$ cat src/rtl/fetchPkg.sv
// Holds the widths, opcodes, latency constants and structs that every fetch stage file uses by scoped name.
package fetchPkg;

   // Machine widths of the 16-bit instruction set.
   localparam int AddrWidth   = 16;
   localparam int InstrWidth  = 16;
   localparam int RegIdxWidth = 3;

   // Geometry of the instruction store and of the modeled cache line.
   localparam int MemWords     = 256;
   localparam int MemAddrWidth = $clog2(MemWords);
   localparam int LineWords    = 8;
   // Byte offset bits inside one line, the word offset plus the byte bit.
   localparam int LineOffWidth = $clog2(LineWords) + 1;
   localparam int LineTagWidth = AddrWidth - LineOffWidth;

   // Cycles from request to acknowledge for the two cases of the latency model.
   localparam int MissLatency = 4;
   localparam int HitLatency  = 1;
   localparam int LatCntWidth = $clog2(MissLatency + 1);
   typedef logic [LatCntWidth-1:0] latCnt_t;

   // The opcode sits in the top five bits of every instruction.
   localparam int OpcodeWidth = 5;
   localparam logic [OpcodeWidth-1:0] OpHalt = 5'b00000;
   localparam logic [OpcodeWidth-1:0] OpNop  = 5'b00001;
   localparam logic [InstrWidth-1:0]  NopInstr = {OpNop, {(InstrWidth-OpcodeWidth){1'b0}}};

   // Low bit positions of the two source register fields.
   localparam int RsLsb = 8;
   localparam int RtLsb = 5;

   // Writeback select value that marks a load in a later stage.
   localparam logic [1:0] WbSelLoad = 2'b01;

   // Status of one later pipeline stage as seen by fetch.
   typedef struct packed {
      logic                   regWrt;
      logic [RegIdxWidth-1:0] wrtReg;
      logic                   branch;
      logic [1:0]             wbSel;
   } stageInfo_t;

   // One-hot forwarding select for a single source operand.
   typedef enum logic [4:0] {
      fwdNone = 5'b00001,
      fwdD    = 5'b00010,
      fwdX    = 5'b00100,
      fwdM    = 5'b01000,
      fwdW    = 5'b10000
   } fwdSel_t;

   // Word handed to decode, with its end-of-fetch marker.
   typedef struct packed {
      logic                  valid;
      logic [InstrWidth-1:0] instr;
      logic [AddrWidth-1:0]  incPc;
   } fetchOut_t;

   // Request and response halves of the four-phase handshake.
   typedef struct packed {
      logic                 req;
      logic [AddrWidth-1:0] addr;
   } memReq_t;

   typedef struct packed {
      logic                  ack;
      logic [InstrWidth-1:0] data;
   } memRsp_t;

endpackage

$ cat src/rtl/fetch.sv
// Top level of the fetch stage, wiring the PC unit, instruction store and hazard logic to the pipeline.
`timescale 1ns/1ps
`default_nettype none
module fetch (
   input  logic                              clk,
   input  logic                              rstN,
   input  logic                              stall,
   input  logic [fetchPkg::AddrWidth-1:0]    newPc,
   input  fetchPkg::stageInfo_t              stageD,
   input  fetchPkg::stageInfo_t              stageX,
   input  fetchPkg::stageInfo_t              stageM,
   input  fetchPkg::stageInfo_t              stageW,
   input  logic                              loadEn,
   input  logic [fetchPkg::MemAddrWidth-1:0] loadAddr,
   input  logic [fetchPkg::InstrWidth-1:0]   loadData,
   output fetchPkg::fetchOut_t               fetchOut,
   output fetchPkg::fwdSel_t                 fwdA,
   output fetchPkg::fwdSel_t                 fwdB,
   output logic                              err
);

   // Handshake between the PC unit and the store.
   fetchPkg::memReq_t               memReq;
   fetchPkg::memRsp_t               memRsp;
   // Word strobe from the store and the resolution sent back to the PC unit.
   logic                            fetchedValid;
   logic [fetchPkg::InstrWidth-1:0] fetchedWord;
   logic                            accept;
   logic                            hold;
   logic                            halted;
   logic [fetchPkg::AddrWidth-1:0]  incPc;

   // The writeback stage branch bit selects the redirect.
   pcUnit uPc (
      .clk(clk), .rstN(rstN), .stall(stall), .newPc(newPc), .branchW(stageW.branch),
      .accept(accept), .hold(hold), .halted(halted), .memReq(memReq),
      .memAck(memRsp.ack), .incPc(incPc), .err(err)
   );

   instrMem uMem (
      .clk(clk), .rstN(rstN), .loadEn(loadEn), .loadAddr(loadAddr), .loadData(loadData),
      .memReq(memReq), .memRsp(memRsp), .stall(stall),
      .fetchedValid(fetchedValid), .fetchedWord(fetchedWord)
   );

   hazardDetect uHazard (
      .clk(clk), .rstN(rstN), .fetchedValid(fetchedValid), .fetchedWord(fetchedWord),
      .stageD(stageD), .stageX(stageX), .stageM(stageM), .stageW(stageW),
      .incPc(incPc), .accept(accept), .hold(hold), .halted(halted),
      .fetchOut(fetchOut), .fwdA(fwdA), .fwdB(fwdB)
   );

endmodule
`default_nettype wire

$ cat src/rtl/hazardDetect.sv
// Checks a fetched word against later stages, inserts a no-op on hazards and builds forwarding selects.
`timescale 1ns/1ps
`default_nettype none
module hazardDetect (
   input  logic                            clk,
   input  logic                            rstN,
   input  logic                            fetchedValid,
   input  logic [fetchPkg::InstrWidth-1:0] fetchedWord,
   input  fetchPkg::stageInfo_t            stageD,
   input  fetchPkg::stageInfo_t            stageX,
   input  fetchPkg::stageInfo_t            stageM,
   input  fetchPkg::stageInfo_t            stageW,
   input  logic [fetchPkg::AddrWidth-1:0]  incPc,
   output logic                            accept,
   output logic                            hold,
   output logic                            halted,
   output fetchPkg::fetchOut_t             fetchOut,
   output fetchPkg::fwdSel_t               fwdA,
   output fetchPkg::fwdSel_t               fwdB
);

   logic [fetchPkg::OpcodeWidth-1:0] opcode;
   logic [fetchPkg::RegIdxWidth-1:0] rs;
   logic [fetchPkg::RegIdxWidth-1:0] rt;
   logic                             readsSrc;
   logic                             isHalt;
   logic                             branchHaz;
   logic                             loadUseHaz;
   logic                             hazard;
   fetchPkg::fwdSel_t                fwdANext;
   fetchPkg::fwdSel_t                fwdBNext;
   logic                             validQ;
   logic [fetchPkg::InstrWidth-1:0]  instrQ;
   logic [fetchPkg::AddrWidth-1:0]   incPcQ;
   logic                             haltedQ;
   fetchPkg::fwdSel_t                fwdAQ;
   fetchPkg::fwdSel_t                fwdBQ;

   // Opcode and source fields sit at fixed positions in every format.
   assign opcode = fetchedWord[fetchPkg::InstrWidth-1 -: fetchPkg::OpcodeWidth];
   assign rs     = fetchedWord[fetchPkg::RsLsb +: fetchPkg::RegIdxWidth];
   assign rt     = fetchedWord[fetchPkg::RtLsb +: fetchPkg::RegIdxWidth];

   // HALT and NOP carry no source registers.
   assign isHalt   = (opcode == fetchPkg::OpHalt);
   assign readsSrc = !isHalt && (opcode != fetchPkg::OpNop);

   // A branch still in flight before writeback makes the fetched word uncertain.
   assign branchHaz = (stageD.branch || stageX.branch || stageM.branch) && !stageW.branch;

   // A load one stage ahead cannot forward in time to this word.
   assign loadUseHaz = (stageD.wbSel == fetchPkg::WbSelLoad) && stageD.regWrt && readsSrc &&
                       ((stageD.wrtReg == rs) || (stageD.wrtReg == rt));

   assign hazard = branchHaz || loadUseHaz;
   assign accept = fetchedValid && !hazard;
   assign hold   = fetchedValid && hazard;

   // Picks the youngest writer of a source, searching D, X, M and then W.
   function automatic fetchPkg::fwdSel_t pickFwd(input logic [fetchPkg::RegIdxWidth-1:0] src);
      fetchPkg::fwdSel_t sel;
      if (!readsSrc || hazard) begin
         sel = fetchPkg::fwdNone;
      end else if (stageD.regWrt && (stageD.wrtReg == src)) begin
         sel = fetchPkg::fwdD;
      end else if (stageX.regWrt && (stageX.wrtReg == src)) begin
         sel = fetchPkg::fwdX;
      end else if (stageM.regWrt && (stageM.wrtReg == src)) begin
         sel = fetchPkg::fwdM;
      end else if (stageW.regWrt && (stageW.wrtReg == src)) begin
         sel = fetchPkg::fwdW;
      end else begin
         sel = fetchPkg::fwdNone;
      end
      return sel;
   endfunction

   assign fwdANext = pickFwd(rs);
   assign fwdBNext = pickFwd(rt);

   always_ff @(posedge clk or negedge rstN) begin
      if (!rstN) begin
         validQ  <= 1'b0;
         haltedQ <= 1'b0;
         fwdAQ   <= fetchPkg::fwdNone;
         fwdBQ   <= fetchPkg::fwdNone;
      end else begin
         // Valid is the one-cycle end marker of each fetch.
         validQ <= fetchedValid;
         if (fetchedValid) begin
            fwdAQ <= fwdANext;
            fwdBQ <= fwdBNext;
         end
         // Only a halt that actually went to decode stops the stage.
         if (accept && isHalt) begin
            haltedQ <= 1'b1;
         end
      end
   end

   // A hazard replaces the word with a no-op; incPc still names the fetch address.
   always_ff @(posedge clk) begin
      if (fetchedValid) begin
         instrQ <= hazard ? fetchPkg::NopInstr : fetchedWord;
         incPcQ <= incPc;
      end
   end

   assign fetchOut.valid = validQ;
   assign fetchOut.instr = instrQ;
   assign fetchOut.incPc = incPcQ;
   assign fwdA           = fwdAQ;
   assign fwdB           = fwdBQ;
   assign halted         = haltedQ;

   // Each fetch ends with exactly one cycle of valid, never two in a row.
   validOneCycle: assert property (@(posedge clk) disable iff (!rstN)
      fetchOut.valid |=> !fetchOut.valid);

   // After a halt is delivered the sequencer must never bring another word.
   noWordAfterHalt: assert property (@(posedge clk) disable iff (!rstN)
      halted |-> !fetchedValid);

endmodule
`default_nettype wire

$ cat src/rtl/instrMem.sv
// Instruction store with a load port and a line-hit latency model that answers four-phase requests.
`timescale 1ns/1ps
`default_nettype none
module instrMem (
   input  logic                              clk,
   input  logic                              rstN,
   input  logic                              loadEn,
   input  logic [fetchPkg::MemAddrWidth-1:0] loadAddr,
   input  logic [fetchPkg::InstrWidth-1:0]   loadData,
   input  fetchPkg::memReq_t                 memReq,
   output fetchPkg::memRsp_t                 memRsp,
   input  logic                              stall,
   output logic                              fetchedValid,
   output logic [fetchPkg::InstrWidth-1:0]   fetchedWord
);

   logic [fetchPkg::InstrWidth-1:0]   mem [fetchPkg::MemWords];
   logic [fetchPkg::MemAddrWidth-1:0] wordAddr;
   logic [fetchPkg::LineTagWidth-1:0] reqLine;
   logic [fetchPkg::LineTagWidth-1:0] lastLineQ;
   logic                              lastLineValidQ;
   logic                              lineHit;
   fetchPkg::latCnt_t                 latCntQ;
   fetchPkg::latCnt_t                 latTarget;
   logic                              latDone;
   logic                              capture;
   logic                              ackQ;
   logic                              pendingQ;
   logic [fetchPkg::InstrWidth-1:0]   dataQ;

   // Byte addresses drop bit zero to index words; upper bits beyond the store wrap.
   assign wordAddr = memReq.addr[fetchPkg::MemAddrWidth:1];
   assign reqLine  = memReq.addr[fetchPkg::AddrWidth-1:fetchPkg::LineOffWidth];

   // A hit needs a previous fetch in the same line, so the first fetch always misses.
   assign lineHit   = lastLineValidQ && (reqLine == lastLineQ);
   assign latTarget = lineHit ? fetchPkg::latCnt_t'(fetchPkg::HitLatency)
                              : fetchPkg::latCnt_t'(fetchPkg::MissLatency);

   // The counter holds the number of request cycles already spent.
   assign latDone = (latCntQ + 1'b1) == latTarget;
   assign capture = memReq.req && !ackQ && latDone;

   // The load port writes the program before fetching starts.
   always_ff @(posedge clk) begin
      if (loadEn) begin
         mem[loadAddr] <= loadData;
      end
   end

   // Returned word and line tag are payload, loaded when ack rises.
   always_ff @(posedge clk) begin
      if (capture) begin
         dataQ     <= mem[wordAddr];
         lastLineQ <= reqLine;
      end
   end

   always_ff @(posedge clk or negedge rstN) begin
      if (!rstN) begin
         ackQ           <= 1'b0;
         latCntQ        <= '0;
         pendingQ       <= 1'b0;
         lastLineValidQ <= 1'b0;
      end else begin
         // A delivered word clears the pending flag.
         if (fetchedValid) begin
            pendingQ <= 1'b0;
         end
         if (capture) begin
            ackQ           <= 1'b1;
            latCntQ        <= '0;
            pendingQ       <= 1'b1;
            lastLineValidQ <= 1'b1;
         end else if (memReq.req && !ackQ) begin
            latCntQ <= latCntQ + 1'b1;
         end else if (ackQ && !memReq.req) begin
            // Fourth phase, ack follows req down.
            ackQ <= 1'b0;
         end
      end
   end

   // The held word is offered for one cycle as soon as stall is low.
   assign fetchedValid = pendingQ && !stall;
   assign fetchedWord  = dataQ;
   assign memRsp.ack   = ackQ;
   assign memRsp.data  = dataQ;

   ackNeedsReq: assert property (@(posedge clk) disable iff (!rstN)
      $rose(memRsp.ack) |-> memReq.req);

   // While a new word is being fetched, the previous one has already gone to decode.
   noOverwrite: assert property (@(posedge clk) disable iff (!rstN)
      memReq.req && !memRsp.ack |-> !pendingQ);

endmodule
`default_nettype wire

$ cat src/rtl/pcUnit.sv
// Keeps the program counter, picks the next address and runs the four-phase request toward instrMem.
`timescale 1ns/1ps
`default_nettype none
module pcUnit (
   input  logic                           clk,
   input  logic                           rstN,
   input  logic                           stall,
   input  logic [fetchPkg::AddrWidth-1:0] newPc,
   input  logic                           branchW,
   input  logic                           accept,
   input  logic                           hold,
   input  logic                           halted,
   output fetchPkg::memReq_t              memReq,
   input  logic                           memAck,
   output logic [fetchPkg::AddrWidth-1:0] incPc,
   output logic                           err
);

   // The sequencer walks idle, request, then drain until ack falls again.
   typedef enum logic [1:0] {
      stIdle,
      stReq,
      stDrain
   } seqState_t;

   seqState_t                      state;
   logic [fetchPkg::AddrWidth-1:0] pcQ;
   logic                           resolvedQ;
   logic                           errQ;
   logic                           incOvf;
   logic                           redirectOdd;
   logic                           launch;

   // The increment carries into one extra bit so that a wrap past the top is seen.
   assign {incOvf, incPc} = {1'b0, pcQ} + {{(fetchPkg::AddrWidth-1){1'b0}}, 2'd2};

   // A redirect to an odd byte address cannot hold a 16-bit instruction.
   assign redirectOdd = branchW & newPc[0];

   // A new request starts only once the previous word has been taken or refused.
   // Stall, a delivered halt and a raised error all keep the sequencer idle.
   assign launch = (state == stIdle) & resolvedQ & ~stall & ~halted & ~errQ;

   always_ff @(posedge clk or negedge rstN) begin
      if (!rstN) begin
         state <= stIdle;
      end else begin
         case (state)
            stIdle: begin
               if (launch) begin
                  state <= stReq;
               end
            end
            stReq: begin
               // Ack high means the data is valid, so req is released.
               if (memAck) begin
                  state <= stDrain;
               end
            end
            stDrain: begin
               // Wait for the store to drop ack before a new req may rise.
               if (!memAck) begin
                  state <= stIdle;
               end
            end
            default: begin
               state <= stIdle;
            end
         endcase
      end
   end

   // Resolution arrives from hazardDetect as either accept or hold.
   // It starts high so that the first fetch goes out right after reset.
   always_ff @(posedge clk or negedge rstN) begin
      if (!rstN) begin
         resolvedQ <= 1'b1;
      end else if (launch) begin
         resolvedQ <= 1'b0;
      end else if (accept || hold) begin
         resolvedQ <= 1'b1;
      end
   end

   // On accept the counter moves to the redirect target or the next word.
   // On hold it keeps its value so the same word is fetched again.
   always_ff @(posedge clk or negedge rstN) begin
      if (!rstN) begin
         pcQ  <= '0;
         errQ <= 1'b0;
      end else if (accept) begin
         pcQ <= branchW ? newPc : incPc;
         if (branchW ? redirectOdd : incOvf) begin
            errQ <= 1'b1;
         end
      end
   end

   assign memReq.req  = (state == stReq);
   assign memReq.addr = pcQ;
   assign err         = errQ;

   // The address seen by the store must not move while a request is open.
   addrStable: assert property (@(posedge clk) disable iff (!rstN)
      memReq.req |=> !memReq.req || $stable(memReq.addr));

   // A new request only rises after the store has finished the previous handshake.
   reqAfterAckLow: assert property (@(posedge clk) disable iff (!rstN)
      $rose(memReq.req) |-> !memAck);

endmodule
`default_nettype wire

$ cat config.mk
export PLATFORM = sky130hd
export DESIGN_NAME = fetch
export DESIGN_NICKNAME = d
export VERILOG_FILES = /design/src/rtl/fetchPkg.sv /design/src/rtl/fetch.sv /design/src/rtl/hazardDetect.sv /design/src/rtl/instrMem.sv /design/src/rtl/pcUnit.sv
export SDC_FILE = /design/constraint.sdc
export NUM_CORES = 2
export LEC_CHECK = 0
export BUFFER_PORTS_ARGS = -buffer_cell sky130_fd_sc_hd__clkbuf_2
export CAP_MARGIN = 20
export CORE_MARGIN = 2
export CORE_UTILIZATION = 35
export DETAILED_ROUTE_END_ITERATION = 10
export PLACE_DENSITY = 0.57
export REMOVE_ABC_BUFFERS = 1
export SLEW_MARGIN = 40
export SYNTH_ARGS = -nofsm -noshare
export SYNTH_HDL_FRONTEND = slang
export SYNTH_SLANG_ARGS = --single-unit
$ cat constraint.sdc
create_clock -name clk -period 4.2 [get_ports clk]
set_clock_uncertainty 0.05 [all_clocks]
set_input_delay 0.42 -clock clk [delete_from_list [all_inputs] [get_ports clk]]
set_output_delay 0.42 -clock clk [all_outputs]
set_load 0.05 [all_outputs]
==> flow_summary.json <==
{
  "status": "complete, no violations",
  "finish.instance_area_sq_um": 188000,
  "antenna_found_initial": 24,
  "synth_fa_ha_area_share_pct": 0.0154,
  "rows": 249,
  "grt_usage_pct": 18.3,
  "slew_viol_final": 0,
  "ctsLongestPathBuffers": 4,
  "rr_endpoint": "uMem.fetchedWord[6]",
  "dieHeight_microns": 684,
  "whs_path_depth": 4,
  "drt-wirelength-per-cell_microns": 29.6,
  "fin_nets": 8433,
  "place_hpwl_mm": 269,
  "cts_root_buf": "clkbuf_16",
  "start_kind": "flop",
  "worstPathCellList": "buf_12, buf_4, mux4_2, and2_1, a211oi_1, a311o_1, o211ai_1, o32ai_2, buf_4, nor4_2",
  "cts_tree": "built",
  "first_pass_iters": 5,
  "synth-main-ff-cell": "edfxtp_1",
  "synth_edf_count": 4156,
  "drt_iter0_drc": 9910,
  "power.density_nw_per_um2": 617,
  "routed_wl_mm": 440,
  "grt_pass1_wl_mm": 620,
  "final_cell_count_no_fill": 14900,
  "path_common_cell": "buf_4",
  "ys_types": 63,
  "max_cap_violations": 0,
  "fp.coreArea_sq_um": 460000,
  "drive_above_1_share_pct": 26.3,
  "clk_latency_ps": 1010,
  "ys_ff_latch": 4194,
  "crit_slowest_cell": "dfrtp_4",
  "synth_mux_area_share_pct": 14.6,
  "globalRoute.totalOverflow": 0,
  "synth_seq_area_share_pct": 77.6,
  "required_ps": 4880,
  "routabilityCongestion": 0.876,
  "async_flop_share_pct": 0.906,
  "viasPerCell": 5.49,
  "cp-startpoint": "uPc.pcQ[1]",
  "design.die.area_sq_um": 468000,
  "rr_startpoint": "uPc.pcQ[1]",
  "cts.sinks": 4194,
  "peakVddDrop_v": 0.000439,
  "period_share_pct": 93.6,
  "cts_made_buffers": 419,
  "clkTransAtPathRegs_ps": 60,
  "slew_headroom_pct": 34.8,
  "hold_path.class": "primary input to flop",
  "h-tree-depth": 5,
  "hold_slack_ps": 88.4,
  "hold_viol_final": 0,
  "grt_pass1_vias": 81700,
  "area_growth_syn_to_layout_pct": 16.0,
  "final.setup.worst_slack_ps": 267,
  "postPlaceCellArea_sq_um": 174000,
  "p_leak_nw": 59.4,
  "start_util_pct": 35.2,
  "synthSimpleGateAreaFrac_pct": 2.10,
  "drc": 0,
  "crit_type": "flop to flop",
  "yosysWarnings": 0,
  "end_kind": "flop",
  "dp_cells": 14000,
  "critPathArrivalTime_ps": 4620,
  "tns_ps": 0,
  "grt_max_degree": 132,
  "synth_compound_area_share_pct": 3.73,
  "tightest_slew_ps": 978,
  "syn_inst": 7600,
  "r2r_slack_ps": 270,
  "min_period_ps": 3930,
  "place_ws_ps": 195,
  "grt_setup_unrepaired": "no",
  "vias": 81600,
  "antenna_left": 0,
  "io_buffers": 109,
  "synth_area_sq_um": 162000,
  "synthXorXnorAreaFrac_pct": 0.276,
  "max_freq_mhz": 254,
  "max_stage_delay_ps": 600,
  "setup_viol": 0,
  "synth_top_family_by_area": "multiplexers",
  "crit_fanout": 11,
  "fp.dieW_microns": 684,
  "reg2reg_depth": 10,
  "ios": 116,
  "endpoint": "uMem.fetchedWord[6]",
  "avgSynthCellArea_sq_um": 21.3
}
[flip-flops by register name, summed over array words and instances, names as in the netlist]
| signal | cells |
|---|---|
| uHazard.fwdA | 5 |
| uPc.pcQ | 16 |
| uMem.lastLineValidQ | 1 |
| uMem.ackQ | 1 |
| uMem.latCntQ | 3 |
| uMem.mem | 4096 |
| uPc.err | 1 |
| uHazard.halted | 1 |
| uPc.resolvedQ | 1 |
| uHazard.validQ | 1 |
| uHazard.instrQ | 16 |
| uMem.lastLineQ | 12 |
| uHazard.fwdB | 5 |
| uMem.pendingQ | 1 |
| uPc.state | 2 |
| uHazard.incPcQ | 16 |
| uMem.fetchedWord | 16 |
[per-layer routing]
| layer | share of wire [%] | vias to the layer above | GRT usage [%] | wire length, microns |
|---|---|---|---|---|
| li1 | - | 33700 | - | - |
| met1 | 41 | 43900 | 25.5 | 182000 |
| met2 | 48 | 3405 | 29.6 | 210000 |
| met3 | 7.5 | 614 | 2.97 | 33200 |
| met4 | 3.2 | 0 | 5.53 | 14300 |
| met5 | 0 | - | 0 | 0 |
[worst min path at each step]
stage / end / start / slack [ps]
2_1_floorplan: uHazard.fwdA[1] / rstN / 70
3_3_place_gp: uHazard.incPcQ[0] / uPc.pcQ[0] / 380
3_5_place_dp: uHazard.incPcQ[0] / uPc.pcQ[0] / 400
4_1_cts: uHazard.fwdB[2] / stageD[3] / 5
5_1_grt: uHazard.fwdB[2] / stageD[5] / 80
6_report: uHazard.fwdB[2] / stageD[3] / 90
[report_power, final]
part,total [mW],internal (mW),switching [mW]
Combinational,32.9,13.7,19.1
Sequential,47.1,46.5,0.588
Clock,36.0,20.2,15.8
[stage by stage]
stage               total power, mW  util [%]
finish                          116      40.8
global route                    120      40.8
CTS                             117      40.8
detailed placement             80.9      37.8
global placement               80.7      37.8
floorplan                      59.6         -
[critical path, delay by kind of cell (launching register included)]
family          cells  cell delay (ps)
compound gates      4             1450
buf+inv             3              760
simple gates        2              220
mux                 1              520
flops               1              600
[cell families after synthesis]
logic type	Yosys count
flops	4194
mux	1321
compound gates	836
simple gates	712
buf+inv	484
xor+xnor	51
fa+ha+maj	2
[placed cells by master, fill, tap and decap left out, drive strengths merged, types with 50 or more instances in the layout]
cell type	instances
buf	667
a21oi	165
mux4	832
o21ai	101
edfxtp	4156
nor3	101
dlygate4sd3	52
nand3	51
mux2i	487
clkbuf	609
and2	50
nand2	110
nor2	285
clkinv	189
o22ai	81
o221ai	256
[final cells by class]
class	count	area [sq um]
fill	40300	273000
multi-input combinational	2922	33900
antenna	10	25.0
clock buffer	516	10900
clock inverter	238	2140
timing repair buffer	812	7420
sequential	4194	126000
inverter	10	42.5
tap	6149	7690
[Yosys cell counts, types with 8 or more instances]
cell type  instances  area share [%]
edfxtp_1        4156              77
mux4_2           832              12
mux2i_1          487             3.0
nor2_1           284            0.66
o221ai_1         256             1.4
clkbuf_1         232            0.54
a21oi_1          165            0.51
nand2_1          110            0.25
nor3_1           101            0.31
o21ai_0          100            0.31
o22ai_1           81            0.31
buf_2             73            0.23
buf_4             56            0.26
buf_6             53            0.37
nand3_1           51            0.16
and2_1            46            0.18
buf_1             46            0.11
xnor2_1           43            0.23
a22oi_1           38            0.18
dfrtp_1           35            0.54
a211oi_1          32            0.15
a221oi_1          32            0.17
o22a_1            32            0.17
nand4_1           21           0.081
nor4_1            21           0.081
o211ai_1          17           0.079
a221o_1           16           0.099
a311o_1           16           0.099
a311oi_1          16           0.086
o32ai_1           16           0.086
or4_1             16           0.074
nor4_2            14            0.11
nand2b_1          10           0.039
nor2b_1           10           0.039
or2_2             10           0.039
buf_12             9            0.11
xor2_1             8           0.043
[what timing repair did]
action	4_1_cts	5_1_grt
hold buffers	53	0
endpoints found under the hold margin	1001	0
resized for setup	0	1
setup endpoints to repair	0	1
setup buffers	0	0
Power figures use the tool's default switching activity.
